`src/include/dcache_defs.svh`:
```
`ifndef DCACHE_DEFS_SVH
`define DCACHE_DEFS_SVH

// cache geometry
`define DC_WAYS 2
`define DC_SETS 16
`define DC_LINE_WORDS 4

// store queue entries
`define DC_SB_DEPTH 4

// address fields
`define DC_IDX_LO 4
`define DC_IDX_HI 7
`define DC_TAG_LO 8
`define DC_WORD_LO 2

`endif
```
`src/verilog/dcache_pkg.sv`:
```
`include "dcache_defs.svh"

package dcache_pkg;

    typedef enum logic [1:0] {
        MEM_BYTE = 2'd0,
        MEM_HALF = 2'd1,
        MEM_WORD = 2'd2
    } mem_size_e;

    typedef logic [$clog2(`DC_WAYS)-1:0] way_idx_t;

    // one tag sram word
    typedef struct packed {
        logic                  valid;
        logic                  dirty;
        logic [31:`DC_TAG_LO]  tag;
    } dc_tag_t;

    // committed store waiting to be drained
    typedef struct packed {
        logic                  valid;
        logic [29:0]           addr;
        logic [31:0]           data;
        logic [3:0]            strb;
        logic [`DC_WAYS-1:0]   way_hit;
    } sb_entry_t;

    // payload held in M1
    typedef struct packed {
        logic [31:0]           addr;
        logic [31:0]           wdata;
        logic [3:0]            strb;
        mem_size_e             size;
        logic                  is_signed;
        logic [3:0]            id;
        logic                  tag_conflict;
        logic                  data_conflict;
    } m1_req_t;

endpackage

```
`src/verilog/dcache_stage_if.sv`:
```
`timescale 1ns/1ns
`include "dcache_defs.svh"


// hit stage to store buffer
interface sb_if
    import dcache_pkg::*;
();
    logic                          push_valid;
    sb_entry_t                     push_entry;
    logic                          push_ready;
    // oldest entry first
    sb_entry_t [`DC_SB_DEPTH-1:0]  entries;

    modport writer (output push_valid, output push_entry, input push_ready, input entries);
    modport buffer (input push_valid, input push_entry, output push_ready, output entries);
endinterface

```
`src/verilog/store_buffer.sv`:
```
`timescale 1ns/1ns
`include "dcache_defs.svh"

module store_buffer
    import dcache_pkg::*;
(
    input  logic                  clk,
    input  logic                  rst_n,
    input  logic                  cm_sb_pop_i,
    sb_if.buffer                  sb,
    output logic                  sb_head_valid_o,
    output logic [29:0]           sb_head_addr_o,
    output logic [31:0]           sb_head_data_o,
    output logic [3:0]            sb_head_strb_o,
    output logic [`DC_WAYS-1:0]   sb_head_way_o
);

    localparam int ptr_w = $clog2(`DC_SB_DEPTH);

    sb_entry_t [`DC_SB_DEPTH-1:0] mem_q;
    logic [ptr_w-1:0]             head_q;
    logic [ptr_w-1:0]             tail_q;
    logic [ptr_w:0]               count_q;
    logic                         push;
    logic                         pop;

    assign sb.push_ready = count_q != (ptr_w + 1)'(`DC_SB_DEPTH);
    assign push = sb.push_valid && sb.push_ready;
    assign pop = cm_sb_pop_i && (count_q != '0);

    always_ff @(posedge clk) begin
        if (!rst_n) begin
            head_q <= '0;
            tail_q <= '0;
            count_q <= '0;
        end else begin
            if (push) begin
                tail_q <= tail_q + 1'b1;
            end
            if (pop) begin
                head_q <= head_q + 1'b1;
            end
            if (push && !pop) begin
                count_q <= count_q + 1'b1;
            end else if (pop && !push) begin
                count_q <= count_q - 1'b1;
            end
        end
    end

    always_ff @(posedge clk) begin
        if (push) begin
            mem_q[tail_q] <= sb.push_entry;
        end
    end

    // rotate so that slot 0 is the head, valid comes from the count
    always_comb begin
        for (int i = 0; i < `DC_SB_DEPTH; i++) begin
            sb.entries[i] = mem_q[head_q + ptr_w'(i)];
            sb.entries[i].valid = (ptr_w + 1)'(i) < count_q;
        end
    end

    assign sb_head_valid_o = sb.entries[0].valid;
    assign sb_head_addr_o = sb.entries[0].addr;
    assign sb_head_data_o = sb.entries[0].data;
    assign sb_head_strb_o = sb.entries[0].strb;
    assign sb_head_way_o = sb.entries[0].way_hit;

endmodule

```
`src/flat_wrapper.sv`:
```
// flat-port wrapper written by rule: the top's interface ports become plain ports
module store_buffer_flat import dcache_pkg::*;
  (clk, rst_n, cm_sb_pop_i, sb_head_valid_o, sb_head_addr_o, sb_head_data_o, sb_head_strb_o, sb_head_way_o, sb_push_valid, sb_push_entry, sb_push_ready, sb_entries);
  sb_if sb_i ();
  input  logic clk;
  input  logic rst_n;
  input  logic cm_sb_pop_i;
  output logic sb_head_valid_o;
  output logic [29:0] sb_head_addr_o;
  output logic [31:0] sb_head_data_o;
  output logic [3:0] sb_head_strb_o;
  output logic [`DC_WAYS-1:0] sb_head_way_o;
  input wire logic [$bits(sb_i.push_valid)-1:0] sb_push_valid;
  input wire logic [$bits(sb_i.push_entry)-1:0] sb_push_entry;
  output wire logic [$bits(sb_i.push_ready)-1:0] sb_push_ready;
  output wire logic [$bits(sb_i.entries)-1:0] sb_entries;
  assign sb_i.push_valid = sb_push_valid;
  assign sb_i.push_entry = sb_push_entry;
  assign sb_push_ready = sb_i.push_ready;
  assign sb_entries = sb_i.entries;
  store_buffer u_core (.clk(clk), .rst_n(rst_n), .cm_sb_pop_i(cm_sb_pop_i), .sb(sb_i), .sb_head_valid_o(sb_head_valid_o), .sb_head_addr_o(sb_head_addr_o), .sb_head_data_o(sb_head_data_o), .sb_head_strb_o(sb_head_strb_o), .sb_head_way_o(sb_head_way_o));
endmodule
```
`config.mk`:
```
export PLATFORM = sky130hd
export DESIGN_NAME = store_buffer_flat
export DESIGN_NICKNAME = d
export VERILOG_FILES = /design/src/verilog/dcache_pkg.sv /design/src/verilog/dcache_stage_if.sv /design/src/verilog/store_buffer.sv /design/src/flat_wrapper.sv
export VERILOG_INCLUDE_DIRS = /design/src /design/src/include
export SDC_FILE = /design/constraint.sdc
export NUM_CORES = 1
export LEC_CHECK = 0
export BUFFER_PORTS_ARGS = -buffer_cell sky130_fd_sc_hd__buf_2
export CORE_MARGIN = 10
export CORE_UTILIZATION = 49
export CTS_CLUSTER_DIAMETER = 80
export DETAILED_ROUTE_END_ITERATION = 8
export GPL_ROUTABILITY_DRIVEN = 0
export GPL_TIMING_DRIVEN = 0
export PLACE_DENSITY = 0.82
export SLEW_MARGIN = 20
export SYNTH_ARGS = -nofsm -noshare
export SYNTH_HDL_FRONTEND = slang
export SYNTH_SLANG_ARGS = --single-unit
```
`constraint.sdc`:
```
create_clock -name clk -period 3 [get_ports clk]
set_clock_uncertainty 0.15 [all_clocks]
set_input_delay 0.75 -clock clk [delete_from_list [all_inputs] [get_ports clk]]
set_output_delay 0.75 -clock clk [all_outputs]
set_load 0.01 [all_outputs]
```
==> results.yml <==
critical_path:
  slowest_stage: "mux4_2"
  worstSetupEndpoint: "sb_head_data_o[0]"
  cp.required_ns: 2.10
  path_buf_inv: 6
  reg2reg_from: "u_core.count_q[0]$_SDFFE_PN0P_"
  cpLargestDelayFamily: "buffers and inverters"
  crit_fanout: 7
  start_kind: "flip-flop"
  cp.arrival_ns: 2.21
  end_kind: "output port"
  rr_endpoint: "u_core.mem_q[93]$_DFFE_PP_"
  r2r_setup_slack_ns: 0.35
  critPathKind: "reg2out"
  r2r_cells: 5
  crit_cells: 7
  startpoint: "u_core.head_q[0]$_SDFFE_PN0P_"
  max_stage_delay_ns: 0.57
  crit_chain: "buf_6, buf_12, buf_12, buf_12, mux4_2, buf_6, buf_6"
flow_run:
  drv_cap: 0
clock_tree:
  root_buffer: "clkbuf_16"
  clockBufferDepth: 3
  htree_num_levels: 1
  cts_sinks: 279
  cts_tree: "yes"
  clkSlewWorstSetupHoldPaths_ns: 0.06
  clock_latency_ns: 0.54
  cts_buffers: 29
floorplanning:
  fp.dieArea_mm2: 0.0400
  core_area_mm2: 0.0318
  pin_count: 419
  row_count: 65
  start_util: 0.499
  die_h_um: 200
  die_width_um: 200
finish:
  drive_above_1_share: 0.729
  final_nets: 1276
  area_delta_synth_final_pct: 32.2
  most-common-layout-cells: "320 x buf_2, 272 x mux4_2, 272 x edfxtp_1, 144 x buf_6, 50 x buf_4"
  fin_area_mm2: 0.0210
  final_common_cell: "buf_2"
yosys:
  avgSynthCellArea_um2: 21.8
  async_flop_share: 0
  ys_top_cells_by_area: "edfxtp_1 51%, mux4_2 39%, buf_4 4.0%"
  netlist_area_mm2: 0.0159
  ys.flop_type: "edfxtp_1"
  yosysWarnings: 0
  synth-seq-area-share: 0.523
  syn_nets: 811
  ys_ff_latch: 279
  syn-instance-count: 729
  synth_top_area_frac: 0.515
  synth_top_area_cell: "edfxtp_1"
  synth_edf_count: 272
  ys_types: 25
sta:
  period_minus_slack_ns: 3.11
  hold_violations: 0
  final.period_utilization: 1.04
  setup_viol: 113
  rsz0062_at_grt: "yes"
  layout_setup_ws_ns: -0.115
  max_freq_mhz: 321
  relSlewSlack: 0.582
  drv_slew: 0
  tightestPinTransition_ns: 0.627
  timing.hold.ws_ns: 0.265
detailed_routing:
  via_per_inst: 6.29
  top_layer_used: "met5"
  wl_met2_um: 26100
  m1WireLength_um: 17100
  wl_per_cell_um: 30.3
  vias: 10400
  drt_iter0_markers: 786
  finalWirelength_um: 50200
  route.detailed.drc: 0
  drt_pass1_iterations: 4
  met3_length_um: 5610
  antenna_left: 0
power_and_ir_drop:
  vdd_ir_drop_max_mv: 0.814
  power.density_mw_per_mm2: 861
  leakage_nw: 7.48
grt:
  grt_max_degree: 41
  grt_pass1_wl_um: 70300
  antenna_found_initial: 9
  track_usage: 0.238
  grt-ovfl-total: 0
  first_global_vias: 10500
run_status:
  violations: "setup timing"
  status: "finished, violations left"
place:
  port-buffer-count: 417
  dp_slack_ns: 0.0912
  place_area_mm2: 0.0186
  hpwl_um: 34200
hold_path:
  hp-class: "in2reg"
  hold_depth: 1
-- per-layer routing --
layer | track usage | vias to the layer above
li1 | - | 4150
met1 | 0.288 | 5456
met2 | 0.408 | 716
met3 | 0.0678 | 84
met4 | 0.0723 | 10
met5 | 0 | -
-- cell families after synthesis --
| logic type | share of synthesized area |
|---|---|
| buffers and inverters | 0.0704 |
| flip-flops | 0.523 |
| multiplexers | 0.388 |
| AO/OA/AOI/OAI | 0.00323 |
| adder cells (fa/ha/maj) | 0.00709 |
| AND/OR/NAND/NOR | 0.00591 |
| XOR/XNOR | 0.00166 |
-- sequential cells by signal (all words and copies together) (netlist names) --
signal and cells:
u_core.mem_q 272, u_core.count_q 3, u_core.tail_q 2, u_core.head_q 2
-- worst min-delay path by stage --
stage | start | slack [ns] | endpoint
floorplan | u_core.tail_q[1]$_SDFFE_PN0P_ | 0.36 | u_core.tail_q[1]$_SDFFE_PN0P_
global placement | u_core.tail_q[1]$_SDFFE_PN0P_ | 0.39 | u_core.tail_q[1]$_SDFFE_PN0P_
detailed placement | u_core.tail_q[1]$_SDFFE_PN0P_ | 0.40 | u_core.tail_q[1]$_SDFFE_PN0P_
CTS | sb_push_entry[61] | 0.24 | u_core.mem_q[61]$_DFFE_PP_
global route | sb_push_entry[61] | 0.25 | u_core.mem_q[61]$_DFFE_PP_
finish | sb_push_entry[61] | 0.27 | u_core.mem_q[61]$_DFFE_PP_
-- per-stage QoR --
step | cells | TNS (ns) | utilization | power (mW)
after floorplan | 729 | 0 | - | 10.1
after global placement | 1581 | -109.68 | 0.582 | 13.0
after detailed placement | 1585 | 0 | 0.585 | 13.1
after CTS | 1649 | -13.16 | 0.647 | 17.7
after global routing | 1654 | -25.12 | 0.660 | 18.8
final | 1657 | -4.59 | 0.660 | 18.1
-- power by group --
group          total (mW)  leakage (nW)  switching [mW]  internal [mW]
combinational        9.14          4.45            4.23           4.91
clock                3.73         0.479            1.45           2.27
sequential           5.20          2.55           0.374           4.82
-- synth_stat cells, types with 2 or more instances --
master / number
mux4_2: 272
dfxtp_1: 7
edfxtp_1: 272
buf_2: 11
ha_1: 9
or3_1: 2
and2_1: 4
mux2i_1: 4
xnor2_1: 2
inv_1: 5
nand2b_1: 2
nor2_1: 5
buf_4: 85
nand2_1: 3
buf_6: 36
-- cell type report --
class | count | area [um2]
Clock inverter | 21 | 254
Timing Repair Buffer | 457 | 3360
Tap cell | 435 | 544
Antenna cell | 6 | 15.0
Fill cell | 2085 | 10800
Clock buffer | 32 | 737
Sequential cell | 279 | 8310
Buffer | 109 | 1280
Multi-Input combinational cell | 313 | 6460
Inverter | 5 | 18.8
-- repair_timing --
item	in CTS	in global routing
pin swaps	0	0
cloned	7	4
resized for setup	159	82
endpoints found under the setup margin	340	312
hold buffers	0	0
setup buffers	21	6
Note: power is estimated with default switching activity, not from simulation.
