<file path="src/include/dcache_defs.svh">
`ifndef DCACHE_DEFS_SVH
`define DCACHE_DEFS_SVH

// cache geometry
`define DC_WAYS 2
`define DC_SETS 16
`define DC_LINE_WORDS 4

// store queue entries
`define DC_SB_DEPTH 4

// address fields
`define DC_IDX_LO 4
`define DC_IDX_HI 7
`define DC_TAG_LO 8
`define DC_WORD_LO 2

`endif
</file>
<file path="src/verilog/dcache_pkg.sv">
`include "dcache_defs.svh"

package dcache_pkg;

    typedef enum logic [1:0] {
        MEM_BYTE = 2'd0,
        MEM_HALF = 2'd1,
        MEM_WORD = 2'd2
    } mem_size_e;

    typedef logic [$clog2(`DC_WAYS)-1:0] way_idx_t;

    // one tag sram word
    typedef struct packed {
        logic                  valid;
        logic                  dirty;
        logic [31:`DC_TAG_LO]  tag;
    } dc_tag_t;

    // committed store waiting to be drained
    typedef struct packed {
        logic                  valid;
        logic [29:0]           addr;
        logic [31:0]           data;
        logic [3:0]            strb;
        logic [`DC_WAYS-1:0]   way_hit;
    } sb_entry_t;

    // payload held in M1
    typedef struct packed {
        logic [31:0]           addr;
        logic [31:0]           wdata;
        logic [3:0]            strb;
        mem_size_e             size;
        logic                  is_signed;
        logic [3:0]            id;
        logic                  tag_conflict;
        logic                  data_conflict;
    } m1_req_t;

endpackage

</file>
<file path="src/verilog/dcache_stage_if.sv">
`timescale 1ns/1ns
`include "dcache_defs.svh"

// lookup stage to hit stage
interface m1_if
    import dcache_pkg::*;
();
    logic    m1_valid;
    m1_req_t m1_req;
    logic    m1_advance;

    modport lookup (output m1_valid, output m1_req, input m1_advance);
    modport hit (input m1_valid, input m1_req, output m1_advance);
endinterface


</file>
<file path="src/verilog/dcache_lookup.sv">
`timescale 1ns/1ns
`include "dcache_defs.svh"

module dcache_lookup
    import dcache_pkg::*;
(
    input  logic                              clk,
    input  logic                              rst_n,
    input  logic                              flush_i,
    input  logic                              req_valid_i,
    output logic                              req_ready_o,
    input  logic [31:0]                       req_addr_i,
    input  logic [31:0]                       req_wdata_i,
    input  logic [3:0]                        req_strb_i,
    input  mem_size_e                         req_size_i,
    input  logic                              req_signed_i,
    input  logic [3:0]                        req_id_i,
    input  logic [31:0]                       cm_addr_i,
    output logic [`DC_IDX_HI-`DC_IDX_LO:0]    tag_raddr_o,
    output logic [`DC_IDX_HI-`DC_WORD_LO:0]   data_raddr_o,
    output logic                              tag_ren_o,
    output logic                              data_ren_o,
    m1_if.lookup                              m1
);

    logic        valid_q;
    m1_req_t     req_q;
    logic [31:0] rd_addr;
    logic        tag_conflict;
    logic        data_conflict;

    assign req_ready_o = m1.m1_advance;

    // new request on advance, else re-read the held one
    assign rd_addr = m1.m1_advance ? req_addr_i : req_q.addr;
    assign tag_raddr_o = rd_addr[`DC_IDX_HI:`DC_IDX_LO];
    assign data_raddr_o = rd_addr[`DC_IDX_HI:`DC_WORD_LO];

    assign tag_conflict = tag_raddr_o == cm_addr_i[`DC_IDX_HI:`DC_IDX_LO];
    assign data_conflict = data_raddr_o == cm_addr_i[`DC_IDX_HI:`DC_WORD_LO];

    // port 1 returns the same word on a conflict, port 0 can rest
    assign tag_ren_o = !tag_conflict;
    assign data_ren_o = !data_conflict;

    always_ff @(posedge clk) begin
        if (!rst_n) begin
            valid_q <= 1'b0;
        end else if (m1.m1_advance) begin
            valid_q <= req_valid_i;
        end
    end

    always_ff @(posedge clk) begin
        if (m1.m1_advance && req_valid_i) begin
            req_q.addr <= req_addr_i;
            req_q.wdata <= req_wdata_i;
            req_q.strb <= req_strb_i;
            req_q.size <= req_size_i;
            req_q.is_signed <= req_signed_i;
            req_q.id <= req_id_i;
        end
        // follows every re-read, not only accepted requests
        req_q.tag_conflict <= tag_conflict;
        req_q.data_conflict <= data_conflict;
    end

    // flush hides M1, so the hit stage advances and the slot is refilled
    assign m1.m1_valid = valid_q && !flush_i;
    assign m1.m1_req = req_q;

endmodule

</file>
<file path="src/flat_wrapper.sv">
// flat-port wrapper written by rule: the top's interface ports become plain ports
module dcache_lookup_flat import dcache_pkg::*;
  (clk, rst_n, flush_i, req_valid_i, req_ready_o, req_addr_i, req_wdata_i, req_strb_i, req_size_i, req_signed_i, req_id_i, cm_addr_i, tag_raddr_o, data_raddr_o, tag_ren_o, data_ren_o, m1_m1_valid, m1_m1_req, m1_m1_advance);
  m1_if m1_i ();
  input  logic clk;
  input  logic rst_n;
  input  logic flush_i;
  input  logic req_valid_i;
  output logic req_ready_o;
  input  logic [31:0] req_addr_i;
  input  logic [31:0] req_wdata_i;
  input  logic [3:0] req_strb_i;
  input  mem_size_e req_size_i;
  input  logic req_signed_i;
  input  logic [3:0] req_id_i;
  input  logic [31:0] cm_addr_i;
  output logic [`DC_IDX_HI-`DC_IDX_LO:0] tag_raddr_o;
  output logic [`DC_IDX_HI-`DC_WORD_LO:0] data_raddr_o;
  output logic tag_ren_o;
  output logic data_ren_o;
  output wire logic [$bits(m1_i.m1_valid)-1:0] m1_m1_valid;
  output wire logic [$bits(m1_i.m1_req)-1:0] m1_m1_req;
  input wire logic [$bits(m1_i.m1_advance)-1:0] m1_m1_advance;
  assign m1_m1_valid = m1_i.m1_valid;
  assign m1_m1_req = m1_i.m1_req;
  assign m1_i.m1_advance = m1_m1_advance;
  dcache_lookup u_core (.clk(clk), .rst_n(rst_n), .flush_i(flush_i), .req_valid_i(req_valid_i), .req_ready_o(req_ready_o), .req_addr_i(req_addr_i), .req_wdata_i(req_wdata_i), .req_strb_i(req_strb_i), .req_size_i(req_size_i), .req_signed_i(req_signed_i), .req_id_i(req_id_i), .cm_addr_i(cm_addr_i), .tag_raddr_o(tag_raddr_o), .data_raddr_o(data_raddr_o), .tag_ren_o(tag_ren_o), .data_ren_o(data_ren_o), .m1(m1_i));
endmodule
</file>
<file path="config.mk">
export PLATFORM = sky130hd
export DESIGN_NAME = dcache_lookup_flat
export DESIGN_NICKNAME = d
export VERILOG_FILES = /design/src/verilog/dcache_pkg.sv /design/src/verilog/dcache_stage_if.sv /design/src/verilog/dcache_lookup.sv /design/src/flat_wrapper.sv
export VERILOG_INCLUDE_DIRS = /design/src /design/src/include
export SDC_FILE = /design/constraint.sdc
export NUM_CORES = 1
export LEC_CHECK = 0
export BUFFER_PORTS_ARGS = -buffer_cell sky130_fd_sc_hd__buf_2
export CAP_MARGIN = 20
export CORE_MARGIN = 2
export CORE_UTILIZATION = 35
export CTS_CLUSTER_DIAMETER = 30
export DETAILED_ROUTE_END_ITERATION = 10
export PLACE_DENSITY_LB_ADDON = 0.12
export SYNTH_ARGS = -nofsm -noshare
export SYNTH_HDL_FRONTEND = slang
export SYNTH_SLANG_ARGS = --single-unit
</file>
<file path="constraint.sdc">
create_clock -name clk -period 2.1 [get_ports clk]
set_clock_uncertainty 0.1 [all_clocks]
set_input_delay 0.42 -clock clk [delete_from_list [all_inputs] [get_ports clk]]
set_output_delay 0.42 -clock clk [all_outputs]
set_load 0.05 [all_outputs]
</file>
==> impl_metrics.tcl <==
set metrics [dict create \
    dieWidth_um 89.6 \
    tns_ns -0.453 \
    clkSinkCount 78 \
    worstReg2RegEnd "u_core.m1.m1_req[0]" \
    grt_pass1_vias 1466 \
    cp.arrival_ns 1.82 \
    critPathMaxStageDelay_ns 0.40 \
    synth_seq_cells 78 \
    overflow 0 \
    core_um2 7180 \
    start_util 0.357 \
    synth.distinct_cells 17 \
    finalHoldViolations 0 \
    hpwl_um 4120 \
    final_layout_size_suffix_gt1_frac 0.708 \
    netlist_area_um2 2560 \
    finalNetCount 409 \
    critPathLaunchType "flop" \
    drt-vias-per-instance 4.11 \
    ys_warn_count 0 \
    rsz0062_at_grt "true" \
    dr.pass1.iters 3 \
    grt_usage 0.128 \
    maxSlewViolCount 0 \
    gp_congestion 0.698 \
    drv_cap 0 \
    cts_buffers 9 \
    clkTransAtPathRegs_ns 0.08 \
    wirelength_um 5480 \
    setup_violations 2 \
    status "finished with violations" \
    crit_fanout 4 \
    ir_worst_vdd_mv 0.339 \
    worst-path-buf-inv 2 \
    cts_tree "built" \
    postSynthAreaPerCell_um2 24.4 \
    violations "setup timing" \
    clockBufferDepth 2 \
    cts-root-buf "clkbuf_8" \
    die_area_um2 8030 \
    hold_class "input pin to flop" \
    drc 0 \
    ant_nets 0 \
    nFillCells 635 \
    cp_cell_sequence "mux2_4, xor2_2, nor4_4, buf_4, nand2_4, buf_8" \
    criticalPathCategory "flop to output pin" \
    clock_latency_ns 0.33 \
    required_ns 1.58 \
    worstHoldEndpoint "u_core.m1.m1_req[11]" \
    fmax_ghz 0.427 \
    num_io_pins 203 \
    yosysSeqAreaShare 0.901 \
    syn_inst 105 \
    worst_slack_ns -0.239 \
    n_antenna_cell 0 \
    antenna_found_initial 0 \
    htree_levels 3 \
    power_density_nw_per_um2 908 \
    wl_per_cell_um 13.7 \
    synth_nets 217 \
    die_h_um 89.6 \
    slew-limit-headroom 0.822 \
    synth_top_area_frac 0.878 \
    layout_common_cells "buf_2 (174), edfxtp_1 (75), clkbuf_8 (9), buf_4 (9)" \
    area_growth_pct 49.1 \
    utilization 0.533 \
    cp-end-kind "output pin" \
    netlist_top_cells_area "edfxtp_1 (88%), dfxtp_1 (2.3%), mux2_2 (1.8%)" \
    drt-initial-drc-count 52 \
    cp_slowest_cell "edfxtp_1" \
    num_vias 1643 \
    fin_crit_sh 1.11 \
    rr_startpoint "u_core.m1.m1_req[52]" \
    grt_first_pass_wirelength_um 7260 \
    final_common_cell "buf_2" \
    portBuffers 176 \
    ctsHoldBuffers 0 \
    reg2regPathDepth 5 \
    finalCriticalPeriod_ns 2.34 \
    tightest_slew_ns 0.266 \
    path_delay_family "flip-flops" \
    leakage_nw 1.68 \
    yosysTopAreaCell "edfxtp_1" \
    grt_start_max_net_pins 41 \
    min_path_cells 1 \
    hp-start "req_strb_i[2]" \
    num_rows 31 \
    rrSetupSlack_ns 0.55 \
]
-- cell usage after synthesis --
cell	number
edfxtp_1	75
buf_4	5
xor2_1	5
mux2_2	4
dfxtp_1	3
mux2_4	2
and2_1	1
and2_2	1
and2b_2	1
buf_6	1
inv_1	1
nand2_1	1
nor2_1	1
nor2b_1	1
nor4_4	1
o21a_1	1
xor2_2	1
-- metrics by stage --
| step | power (W) | setup WS, ns | hold slack (ns) | area [µm²] | std cells |
|---|---|---|---|---|---|
| after floorplan | 0.00239 | -0.221 | 0.419 | 2580 | 105 |
| after global placement | 0.00259 | -0.192 | 0.464 | 3610 | 381 |
| after detailed placement | 0.00260 | -0.203 | 0.476 | 3610 | 381 |
| after CTS | 0.00351 | -0.271 | 0.136 | 3800 | 397 |
| after global routing | 0.00361 | -0.335 | 0.131 | 3820 | 400 |
| final | 0.00347 | -0.239 | 0.157 | 3820 | 400 |
-- cell type report --
cell class | instances | area, µm² | area share
flip-flops and latches | 78 | 2310 | 0.605
repair buffers | 187 | 1000 | 0.263
multi-input cells | 20 | 224 | 0.0586
clock buffers | 10 | 128 | 0.0334
well taps | 99 | 124 | 0.0324
clock inverters | 5 | 27.5 | 0.00720
inverters | 1 | 3.75 | 0.000982
-- worst max path at each step --
stage	start	end	slack (ns)	depth (start not counted)
4_1_cts	u_core.m1.m1_req[52]	data_ren_o	-0.27	6
3_5_place_dp	m1_m1_advance	data_ren_o	-0.20	6
6_report	u_core.m1.m1_req[52]	data_ren_o	-0.24	6
2_1_floorplan	u_core.m1.m1_req[50]	tag_ren_o	-0.22	4
5_1_grt	u_core.m1.m1_req[52]	data_ren_o	-0.34	6
3_3_place_gp	m1_m1_advance	data_ren_o	-0.19	6
-- registers in the layout, summed over array words and instances (netlist names) --
| name | flops |
|---|---|
| u_core.m1.m1_req | 77 |
| u_core.valid_q | 1 |
-- per-layer routing --
metal | up-vias | global-route usage | share of wire
met3 | 12 | 0.0484 | 0.11
li1 | 779 | - | -
met4 | 0 | 0.0868 | 0.024
met1 | 750 | 0.148 | 0.37
met5 | - | 0 | 0
met2 | 102 | 0.197 | 0.49
-- timing repair --
item	4_1_cts	5_1_grt
resized for setup	7	0
pin swaps	2	1
buffers inserted	1	3
setup endpoints to repair	2	2
-- where the power goes --
group | total, W | internal [W] | leakage (nW) | switching (W)
Clock | 0.000903 | 0.000414 | 0.0833 | 0.000488
Combinational | 0.000729 | 0.000185 | 0.869 | 0.000544
Sequential | 0.00184 | 0.00182 | 0.728 | 0.0000237
Total | 0.00347 | 0.00242 | 1.68 | 0.00106
-- cell families after synthesis --
group	synth area share
flip-flops	0.901
AND/OR/NAND/NOR	0.0224
buffers and inverters	0.0205
XOR/XNOR	0.0234
multiplexers	0.0293
AO/OA/AOI/OAI	0.00293
No activity file was read; power rests on OpenSTA's default activity.
