File: config.mk
export PLATFORM = sky130hd
export DESIGN_NAME = dcache_hit_flat
export DESIGN_NICKNAME = d
export VERILOG_FILES = /design/src/verilog/dcache_pkg.sv /design/src/verilog/dcache_stage_if.sv /design/src/verilog/dcache_hit.sv /design/src/flat_wrapper.sv
export VERILOG_INCLUDE_DIRS = /design/src /design/src/include
export SDC_FILE = /design/constraint.sdc
export NUM_CORES = 1
export LEC_CHECK = 0
export BUFFER_PORTS_ARGS = -buffer_cell sky130_fd_sc_hd__buf_2
export CAP_MARGIN = 20
export CORE_AREA = 2 2 288 290
export CTS_CLUSTER_SIZE = 30
export DETAILED_ROUTE_END_ITERATION = 8
export DIE_AREA = 0 0 290 292
export PLACE_DENSITY = 0.33
export RECOVER_POWER = 50
export SLEW_MARGIN = 20
export SYNTH_ARGS = -nofsm -noshare
export SYNTH_HDL_FRONTEND = slang
export SYNTH_SLANG_ARGS = --single-unit
File: constraint.sdc
create_clock -name clk -period 6.1 [get_ports clk]
set_input_delay 0.61 -clock clk [delete_from_list [all_inputs] [get_ports clk]]
set_output_delay 0.61 -clock clk [all_outputs]
set_load 0.01 [all_outputs]
File: src/include/dcache_defs.svh
`ifndef DCACHE_DEFS_SVH
`define DCACHE_DEFS_SVH

// cache geometry
`define DC_WAYS 2
`define DC_SETS 16
`define DC_LINE_WORDS 4

// store queue entries
`define DC_SB_DEPTH 4

// address fields
`define DC_IDX_LO 4
`define DC_IDX_HI 7
`define DC_TAG_LO 8
`define DC_WORD_LO 2

`endif
File: src/verilog/dcache_pkg.sv
`include "dcache_defs.svh"

package dcache_pkg;

    typedef enum logic [1:0] {
        MEM_BYTE = 2'd0,
        MEM_HALF = 2'd1,
        MEM_WORD = 2'd2
    } mem_size_e;

    typedef logic [$clog2(`DC_WAYS)-1:0] way_idx_t;

    // one tag sram word
    typedef struct packed {
        logic                  valid;
        logic                  dirty;
        logic [31:`DC_TAG_LO]  tag;
    } dc_tag_t;

    // committed store waiting to be drained
    typedef struct packed {
        logic                  valid;
        logic [29:0]           addr;
        logic [31:0]           data;
        logic [3:0]            strb;
        logic [`DC_WAYS-1:0]   way_hit;
    } sb_entry_t;

    // payload held in M1
    typedef struct packed {
        logic [31:0]           addr;
        logic [31:0]           wdata;
        logic [3:0]            strb;
        mem_size_e             size;
        logic                  is_signed;
        logic [3:0]            id;
        logic                  tag_conflict;
        logic                  data_conflict;
    } m1_req_t;

endpackage

File: src/verilog/dcache_stage_if.sv
`timescale 1ns/1ns
`include "dcache_defs.svh"

// lookup stage to hit stage
interface m1_if
    import dcache_pkg::*;
();
    logic    m1_valid;
    m1_req_t m1_req;
    logic    m1_advance;

    modport lookup (output m1_valid, output m1_req, input m1_advance);
    modport hit (input m1_valid, input m1_req, output m1_advance);
endinterface

// hit stage to store buffer
interface sb_if
    import dcache_pkg::*;
();
    logic                          push_valid;
    sb_entry_t                     push_entry;
    logic                          push_ready;
    // oldest entry first
    sb_entry_t [`DC_SB_DEPTH-1:0]  entries;

    modport writer (output push_valid, output push_entry, input push_ready, input entries);
    modport buffer (input push_valid, input push_entry, output push_ready, output entries);
endinterface

File: src/verilog/dcache_hit.sv
`timescale 1ns/1ns
`include "dcache_defs.svh"

module dcache_hit
    import dcache_pkg::*;
(
    input  logic                        clk,
    input  logic                        rst_n,
    m1_if.hit                           m1,
    sb_if.writer                        sb,
    input  dc_tag_t [`DC_WAYS-1:0]      tag_rdata0_i,
    input  dc_tag_t [`DC_WAYS-1:0]      tag_rdata1_i,
    input  logic [`DC_WAYS-1:0][31:0]   data_rdata0_i,
    input  logic [`DC_WAYS-1:0][31:0]   data_rdata1_i,
    input  way_idx_t                    cm_way_i,
    output logic [31:0]                 cm_rdata_o,
    input  logic                        resp_ready_i,
    output logic                        resp_valid_o,
    output logic [3:0]                  resp_id_o,
    output logic                        resp_store_o,
    output logic                        resp_hit_o,
    output logic [31:0]                 resp_rdata_o,
    output logic [`DC_WAYS-1:0]         resp_way_hit_o,
    output way_idx_t                    resp_victim_o,
    output logic                        resp_victim_dirty_o
);

    m1_req_t                   req;
    dc_tag_t [`DC_WAYS-1:0]    tag_sel;
    logic [`DC_WAYS-1:0]       tag_hit;
    logic [31:0]               ram_word;
    logic [31:0]               fwd_word;
    logic [31:0]               merged;
    logic [31:0]               shifted;
    logic [3:0]                fwd_hit;
    logic [3:0]                load_mask;
    logic [1:0]                lane;
    logic                      is_store;
    logic                      load_hit;
    logic                      taken;
    way_idx_t                  victim_q;
    way_idx_t                  cm_way_q;

    assign req = m1.m1_req;
    assign is_store = |req.strb;

    // tag compare, port 1 wins when the commit side hit the same index
    always_comb begin
        ram_word = '0;
        for (int w = 0; w < `DC_WAYS; w++) begin
            tag_sel[w] = req.tag_conflict ? tag_rdata1_i[w] : tag_rdata0_i[w];
            tag_hit[w] = tag_sel[w].valid && (tag_sel[w].tag == req.addr[31:`DC_TAG_LO]);
            if (tag_hit[w]) begin
                ram_word = req.data_conflict ? data_rdata1_i[w] : data_rdata0_i[w];
            end
        end
    end

    // oldest first, so the youngest matching store ends up on top
    always_comb begin
        fwd_hit = '0;
        fwd_word = '0;
        for (int e = 0; e < `DC_SB_DEPTH; e++) begin
            for (int b = 0; b < 4; b++) begin
                if (sb.entries[e].valid && sb.entries[e].strb[b]
                    && (sb.entries[e].addr == req.addr[31:2])) begin
                    fwd_hit[b] = 1'b1;
                    fwd_word[8*b +: 8] = sb.entries[e].data[8*b +: 8];
                end
            end
        end
    end

    always_comb begin
        for (int b = 0; b < 4; b++) begin
            merged[8*b +: 8] = fwd_hit[b] ? fwd_word[8*b +: 8] : ram_word[8*b +: 8];
        end
    end

    // bytes a load needs and where they start
    always_comb begin
        lane = 2'd0;
        load_mask = 4'b1111;
        if (req.size == MEM_BYTE) begin
            lane = req.addr[1:0];
            load_mask = 4'b0001 << lane;
        end else if (req.size == MEM_HALF) begin
            lane = {req.addr[1], 1'b0};
            load_mask = 4'b0011 << lane;
        end
    end

    assign load_hit = (load_mask & ({4{|tag_hit}} | fwd_hit)) == load_mask;
    assign shifted = merged >> {lane, 3'b000};

    always_comb begin
        case (req.size)
            MEM_BYTE: resp_rdata_o = {{24{req.is_signed & shifted[7]}}, shifted[7:0]};
            MEM_HALF: resp_rdata_o = {{16{req.is_signed & shifted[15]}}, shifted[15:0]};
            default:  resp_rdata_o = merged;
        endcase
    end

    // a store only leaves M1 together with its push
    assign taken = m1.m1_valid && resp_ready_i && (!is_store || sb.push_ready);
    assign m1.m1_advance = !m1.m1_valid || taken;

    assign sb.push_valid = m1.m1_valid && is_store && resp_ready_i;
    always_comb begin
        sb.push_entry.valid = 1'b1;
        sb.push_entry.addr = req.addr[31:2];
        sb.push_entry.data = req.wdata;
        sb.push_entry.strb = req.strb;
        sb.push_entry.way_hit = tag_hit;
    end

    always_ff @(posedge clk) begin
        if (!rst_n) begin
            victim_q <= '0;
            cm_way_q <= '0;
        end else begin
            cm_way_q <= cm_way_i;
            // round robin over taken load misses
            if (taken && !is_store && !load_hit) begin
                victim_q <= victim_q + 1'b1;
            end
        end
    end

    assign resp_valid_o = m1.m1_valid;
    assign resp_id_o = req.id;
    assign resp_store_o = is_store;
    assign resp_hit_o = is_store ? |tag_hit : load_hit;
    assign resp_way_hit_o = tag_hit;
    assign resp_victim_o = victim_q;
    assign resp_victim_dirty_o = tag_sel[victim_q].dirty;

    // port 1 data follows cm_addr_i by one cycle
    assign cm_rdata_o = data_rdata1_i[cm_way_q];

endmodule

File: src/flat_wrapper.sv
// flat-port wrapper written by rule: the top's interface ports become plain ports
module dcache_hit_flat import dcache_pkg::*;
  (clk, rst_n, tag_rdata0_i, tag_rdata1_i, data_rdata0_i, data_rdata1_i, cm_way_i, cm_rdata_o, resp_ready_i, resp_valid_o, resp_id_o, resp_store_o, resp_hit_o, resp_rdata_o, resp_way_hit_o, resp_victim_o, resp_victim_dirty_o, m1_m1_valid, m1_m1_req, m1_m1_advance, sb_push_valid, sb_push_entry, sb_push_ready, sb_entries);
  m1_if m1_i ();
  sb_if sb_i ();
  input  logic clk;
  input  logic rst_n;
  input  dc_tag_t [`DC_WAYS-1:0] tag_rdata0_i;
  input  dc_tag_t [`DC_WAYS-1:0] tag_rdata1_i;
  input  logic [`DC_WAYS-1:0][31:0] data_rdata0_i;
  input  logic [`DC_WAYS-1:0][31:0] data_rdata1_i;
  input  way_idx_t cm_way_i;
  output logic [31:0] cm_rdata_o;
  input  logic resp_ready_i;
  output logic resp_valid_o;
  output logic [3:0] resp_id_o;
  output logic resp_store_o;
  output logic resp_hit_o;
  output logic [31:0] resp_rdata_o;
  output logic [`DC_WAYS-1:0] resp_way_hit_o;
  output way_idx_t resp_victim_o;
  output logic resp_victim_dirty_o;
  input wire logic [$bits(m1_i.m1_valid)-1:0] m1_m1_valid;
  input wire logic [$bits(m1_i.m1_req)-1:0] m1_m1_req;
  output wire logic [$bits(m1_i.m1_advance)-1:0] m1_m1_advance;
  output wire logic [$bits(sb_i.push_valid)-1:0] sb_push_valid;
  output wire logic [$bits(sb_i.push_entry)-1:0] sb_push_entry;
  input wire logic [$bits(sb_i.push_ready)-1:0] sb_push_ready;
  input wire logic [$bits(sb_i.entries)-1:0] sb_entries;
  assign m1_i.m1_valid = m1_m1_valid;
  assign m1_i.m1_req = m1_m1_req;
  assign m1_m1_advance = m1_i.m1_advance;
  assign sb_push_valid = sb_i.push_valid;
  assign sb_push_entry = sb_i.push_entry;
  assign sb_i.push_ready = sb_push_ready;
  assign sb_i.entries = sb_entries;
  dcache_hit u_core (.clk(clk), .rst_n(rst_n), .m1(m1_i), .sb(sb_i), .tag_rdata0_i(tag_rdata0_i), .tag_rdata1_i(tag_rdata1_i), .data_rdata0_i(data_rdata0_i), .data_rdata1_i(data_rdata1_i), .cm_way_i(cm_way_i), .cm_rdata_o(cm_rdata_o), .resp_ready_i(resp_ready_i), .resp_valid_o(resp_valid_o), .resp_id_o(resp_id_o), .resp_store_o(resp_store_o), .resp_hit_o(resp_hit_o), .resp_rdata_o(resp_rdata_o), .resp_way_hit_o(resp_way_hit_o), .resp_victim_o(resp_victim_o), .resp_victim_dirty_o(resp_victim_dirty_o));
endmodule
==> metrics.json <==
{
  "outcome": {
    "run_status": "complete, no violations"
  },
  "clocking": {
    "cts.htree.levels": 1,
    "clockRootBuffer": "sky130_fd_sc_hd__clkbuf_16",
    "clock_insertion_delay_worst_skew_ns": 0.22,
    "cts-hold-fix-buffers": 0,
    "cts_inserted_buffers": 3,
    "post_cts_resized": 0,
    "clock_tree.buffer_depth": 2,
    "path_clk_slew_ns": 0.03,
    "tritoncts_clock_tree": "yes",
    "clock_sink_count": 2,
    "postCtsSetupBuffers": 0
  },
  "drt": {
    "totalWireLength_um": 58400,
    "antenna_violating_nets_post_route": 0,
    "drc": 0,
    "detail_route.iter0.violations": 416,
    "detail_route.wl_per_cell_um": 23.0,
    "detailedRoute.firstPassIterationCount": 5,
    "avgViaCountPerCell": 3.72,
    "via_count": 9458
  },
  "setup_path": {
    "crit_path_kind": "input pin to output pin",
    "critical_path.max_fanout": 16,
    "r2r_slack_ns": 5.31,
    "slowest_delay_ns": 0.82,
    "timing.critical_path.cells": "clkbuf_1, xnor2_1, nand4_1, nor4_4, buf_4, nand3_1, buf_4, nand4_1, a221oi_1, a31oi_1, o32a_2, a31oi_4, o21ai_1, buf_2",
    "critPathLaunch": "m1_m1_req[58]",
    "critPathCapture": "resp_rdata_o[31]",
    "worstPathArrival_ns": 5.07,
    "crit_path_start_kind": "input pin",
    "timing.critical_path.slowest_stage_cell": "sky130_fd_sc_hd__a221oi_1",
    "crit_required_ns": 5.49,
    "critical_path.reg2reg.startpoint": "u_core.resp_victim_o$_SDFFE_PN0P_",
    "timing.critical_path.to_type": "output pin",
    "timing.reg2reg.worst_path_depth": 2,
    "critical_path.reg2reg.endpoint": "u_core.resp_victim_o$_SDFFE_PN0P_"
  },
  "synthesis": {
    "yosys-top-cells-count": "sky130_fd_sc_hd__xnor2_1 (163), sky130_fd_sc_hd__mux2_2 (87), sky130_fd_sc_hd__mux2i_1 (78), sky130_fd_sc_hd__buf_4 (75), sky130_fd_sc_hd__o21ai_0 (54)",
    "synth_edf_count": 0,
    "ys_top_cells_by_area": "sky130_fd_sc_hd__xnor2_1 (21%), sky130_fd_sc_hd__mux2_2 (14%), sky130_fd_sc_hd__mux2i_1 (11%), sky130_fd_sc_hd__buf_4 (8.1%), sky130_fd_sc_hd__o21ai_0 (3.9%)",
    "yosys_warnings": 0,
    "yosys.area.top_type_share": 0.205,
    "ys_async_sr_fraction": 0,
    "syn_nets": 1509,
    "ys_seq_area_frac": 0.00575,
    "ys_seq_elements": 2,
    "yosys.area.top_type": "sky130_fd_sc_hd__xnor2_1",
    "post-synth-top-count-cell": "sky130_fd_sc_hd__xnor2_1",
    "syn-cell-area_um2": 6960,
    "ys_dominant_reg_cell": "sky130_fd_sc_hd__dfxtp_1",
    "post_synth_num_cell_types": 63,
    "synthesis.area_per_instance_um2": 7.58,
    "post_synth_inst_count": 918
  },
  "global_route": {
    "grt.total_usage": 0.130,
    "grt_first_pass_wirelength_um": 78000,
    "maximum_number_of_pins_on_one_net_before_global_route_repair": 43,
    "grt_pass1_vias": 10000,
    "number_of_antenna_violations_at_the_first_check_in_global_routing": 12,
    "grt_overflow_total": 0
  },
  "floorplanning": {
    "dieArea_um2": 84700,
    "core_area_um2": 81600,
    "die_height_um": 292,
    "die-width_um": 290,
    "starting_utilization_of_the_core_area": 0.0853,
    "io_pins": 737,
    "core.rowCount": 105
  },
  "sta": {
    "fin_crit_sh": 0.931,
    "slew_headroom": 0.290,
    "timing.clock.skew_ns": 0,
    "final.hold.worst_slack_ns": 0.602,
    "final_number_of_setup_violating_endpoints": 0,
    "setup_total_negative_slack_ns": 0,
    "fin_crit_ns": 5.68,
    "final-hold-violation-count": 0,
    "fmax_ghz": 0.176,
    "transition_time_at_the_pin_with_the_least_slew_margin_ns": 1.07,
    "maxSlewViolCount": 0,
    "setup_repair_after_global_routing_missed_its_margin": "false"
  },
  "placed_design": {
    "hpwl_after_dpl_um": 53700,
    "port_buffers": 655,
    "rd_place_congestion": 0.905
  },
  "finish": {
    "final_nets": 2059,
    "num-fill-cells": 9582,
    "multiInputGateArea_um2": 5890,
    "syn_to_final_growth_pct": 58.5,
    "layout_cells_sized_above_1": 0.554,
    "register_area_um2": 41.3
  },
  "power": {
    "pwr_density_cell_nw_per_um2": 64.7,
    "ir_drop_uv": 44.5,
    "cellLeakagePower_nw": 4.88
  },
  "flow_run": {
    "number_of_maximum_capacitance_constraint_violations": 0
  },
  "hold_path": {
    "hold_removal_path_class": "input pin to register"
  }
}
## critical path, delay by kind of cell
kind	cells	cell delay (ns)
AO/OA/AOI/OAI	5	2.24
buffers and inverters	4	1.24
AND/OR/NAND/NOR	4	0.66
XOR/XNOR	1	0.29
## sequential cells by signal, indices dropped and copies added (netlist names)
signal,count
u_core.resp_victim_o,1
u_core.cm_way_q,1
## worst min path at each step
stage / startpoint / to / slack (ns) / depth (start not counted)
detailed placement: u_core.resp_victim_o$_SDFFE_PN0P_ / u_core.resp_victim_o$_SDFFE_PN0P_ / 0.64 / 2
CTS: cm_way_i / u_core.cm_way_q$_SDFF_PN0_ / 0.60 / 2
finish: cm_way_i / u_core.cm_way_q$_SDFF_PN0_ / 0.60 / 2
floorplan: u_core.resp_victim_o$_SDFFE_PN0P_ / u_core.resp_victim_o$_SDFFE_PN0P_ / 0.62 / 2
global route: cm_way_i / u_core.cm_way_q$_SDFF_PN0_ / 0.60 / 2
global placement: u_core.resp_victim_o$_SDFFE_PN0P_ / u_core.resp_victim_o$_SDFFE_PN0P_ / 0.63 / 2
## layout by cell type (no fill, tap or decap), drive strengths merged, types with 29 or more instances in the layout
cell	instances
nand2	51
inv	30
buf	672
mux2i	78
xnor2	163
mux2	87
o21ai	71
nor2	29
a21oi	31
nand4	42
## stage by stage
stage,area [µm²],instances,utilization,power (mW),setup WS (ns)
finish,11000,2542,0.135,0.714,0.422
global route,11000,2539,0.135,0.765,0.191
CTS,11000,2536,0.135,0.728,0.518
detailed placement,11000,2533,0.134,0.626,0.518
global placement,11000,2533,0.134,0.623,0.533
floorplan,6960,918,-,0.352,2.39
## area by class of cell
type / instances / area share
diodes: 6 / 0.00136
clock buffers: 3 / 0.00680
inverters: 30 / 0.0102
multi-input cells: 736 / 0.533
flip-flops and latches: 2 / 0.00374
well taps: 1070 / 0.121
repair buffers: 695 / 0.323
## metal layers
metal,wire length (µm),vias to the layer above,GRT usage
met5,60,-,0
met4,2020,10,0.0426
met3,3770,77,0.0215
met2,29100,546,0.238
met1,23500,4436,0.154
li1,-,4389,-
## cell families (layout without fill, tap and decap cells)
group	Yosys count	after routing	synth area share
compound gates	205	205	0.209
simple gates	198	198	0.169
other cells	1	7	0.000539
buf+inv	180	728	0.151
flops	2	2	0.00575
mux	166	166	0.256
xor+xnor	166	166	0.209
## power by group
part | switching, mW | internal (mW) | leakage, nW
logic | 0.297 | 0.299 | 4.83
clock network | 0.0147 | 0.0834 | 0.0370
registers | 0.00583 | 0.0137 | 0.0167
total | 0.318 | 0.396 | 4.88
Power figures use the tool's default switching activity.
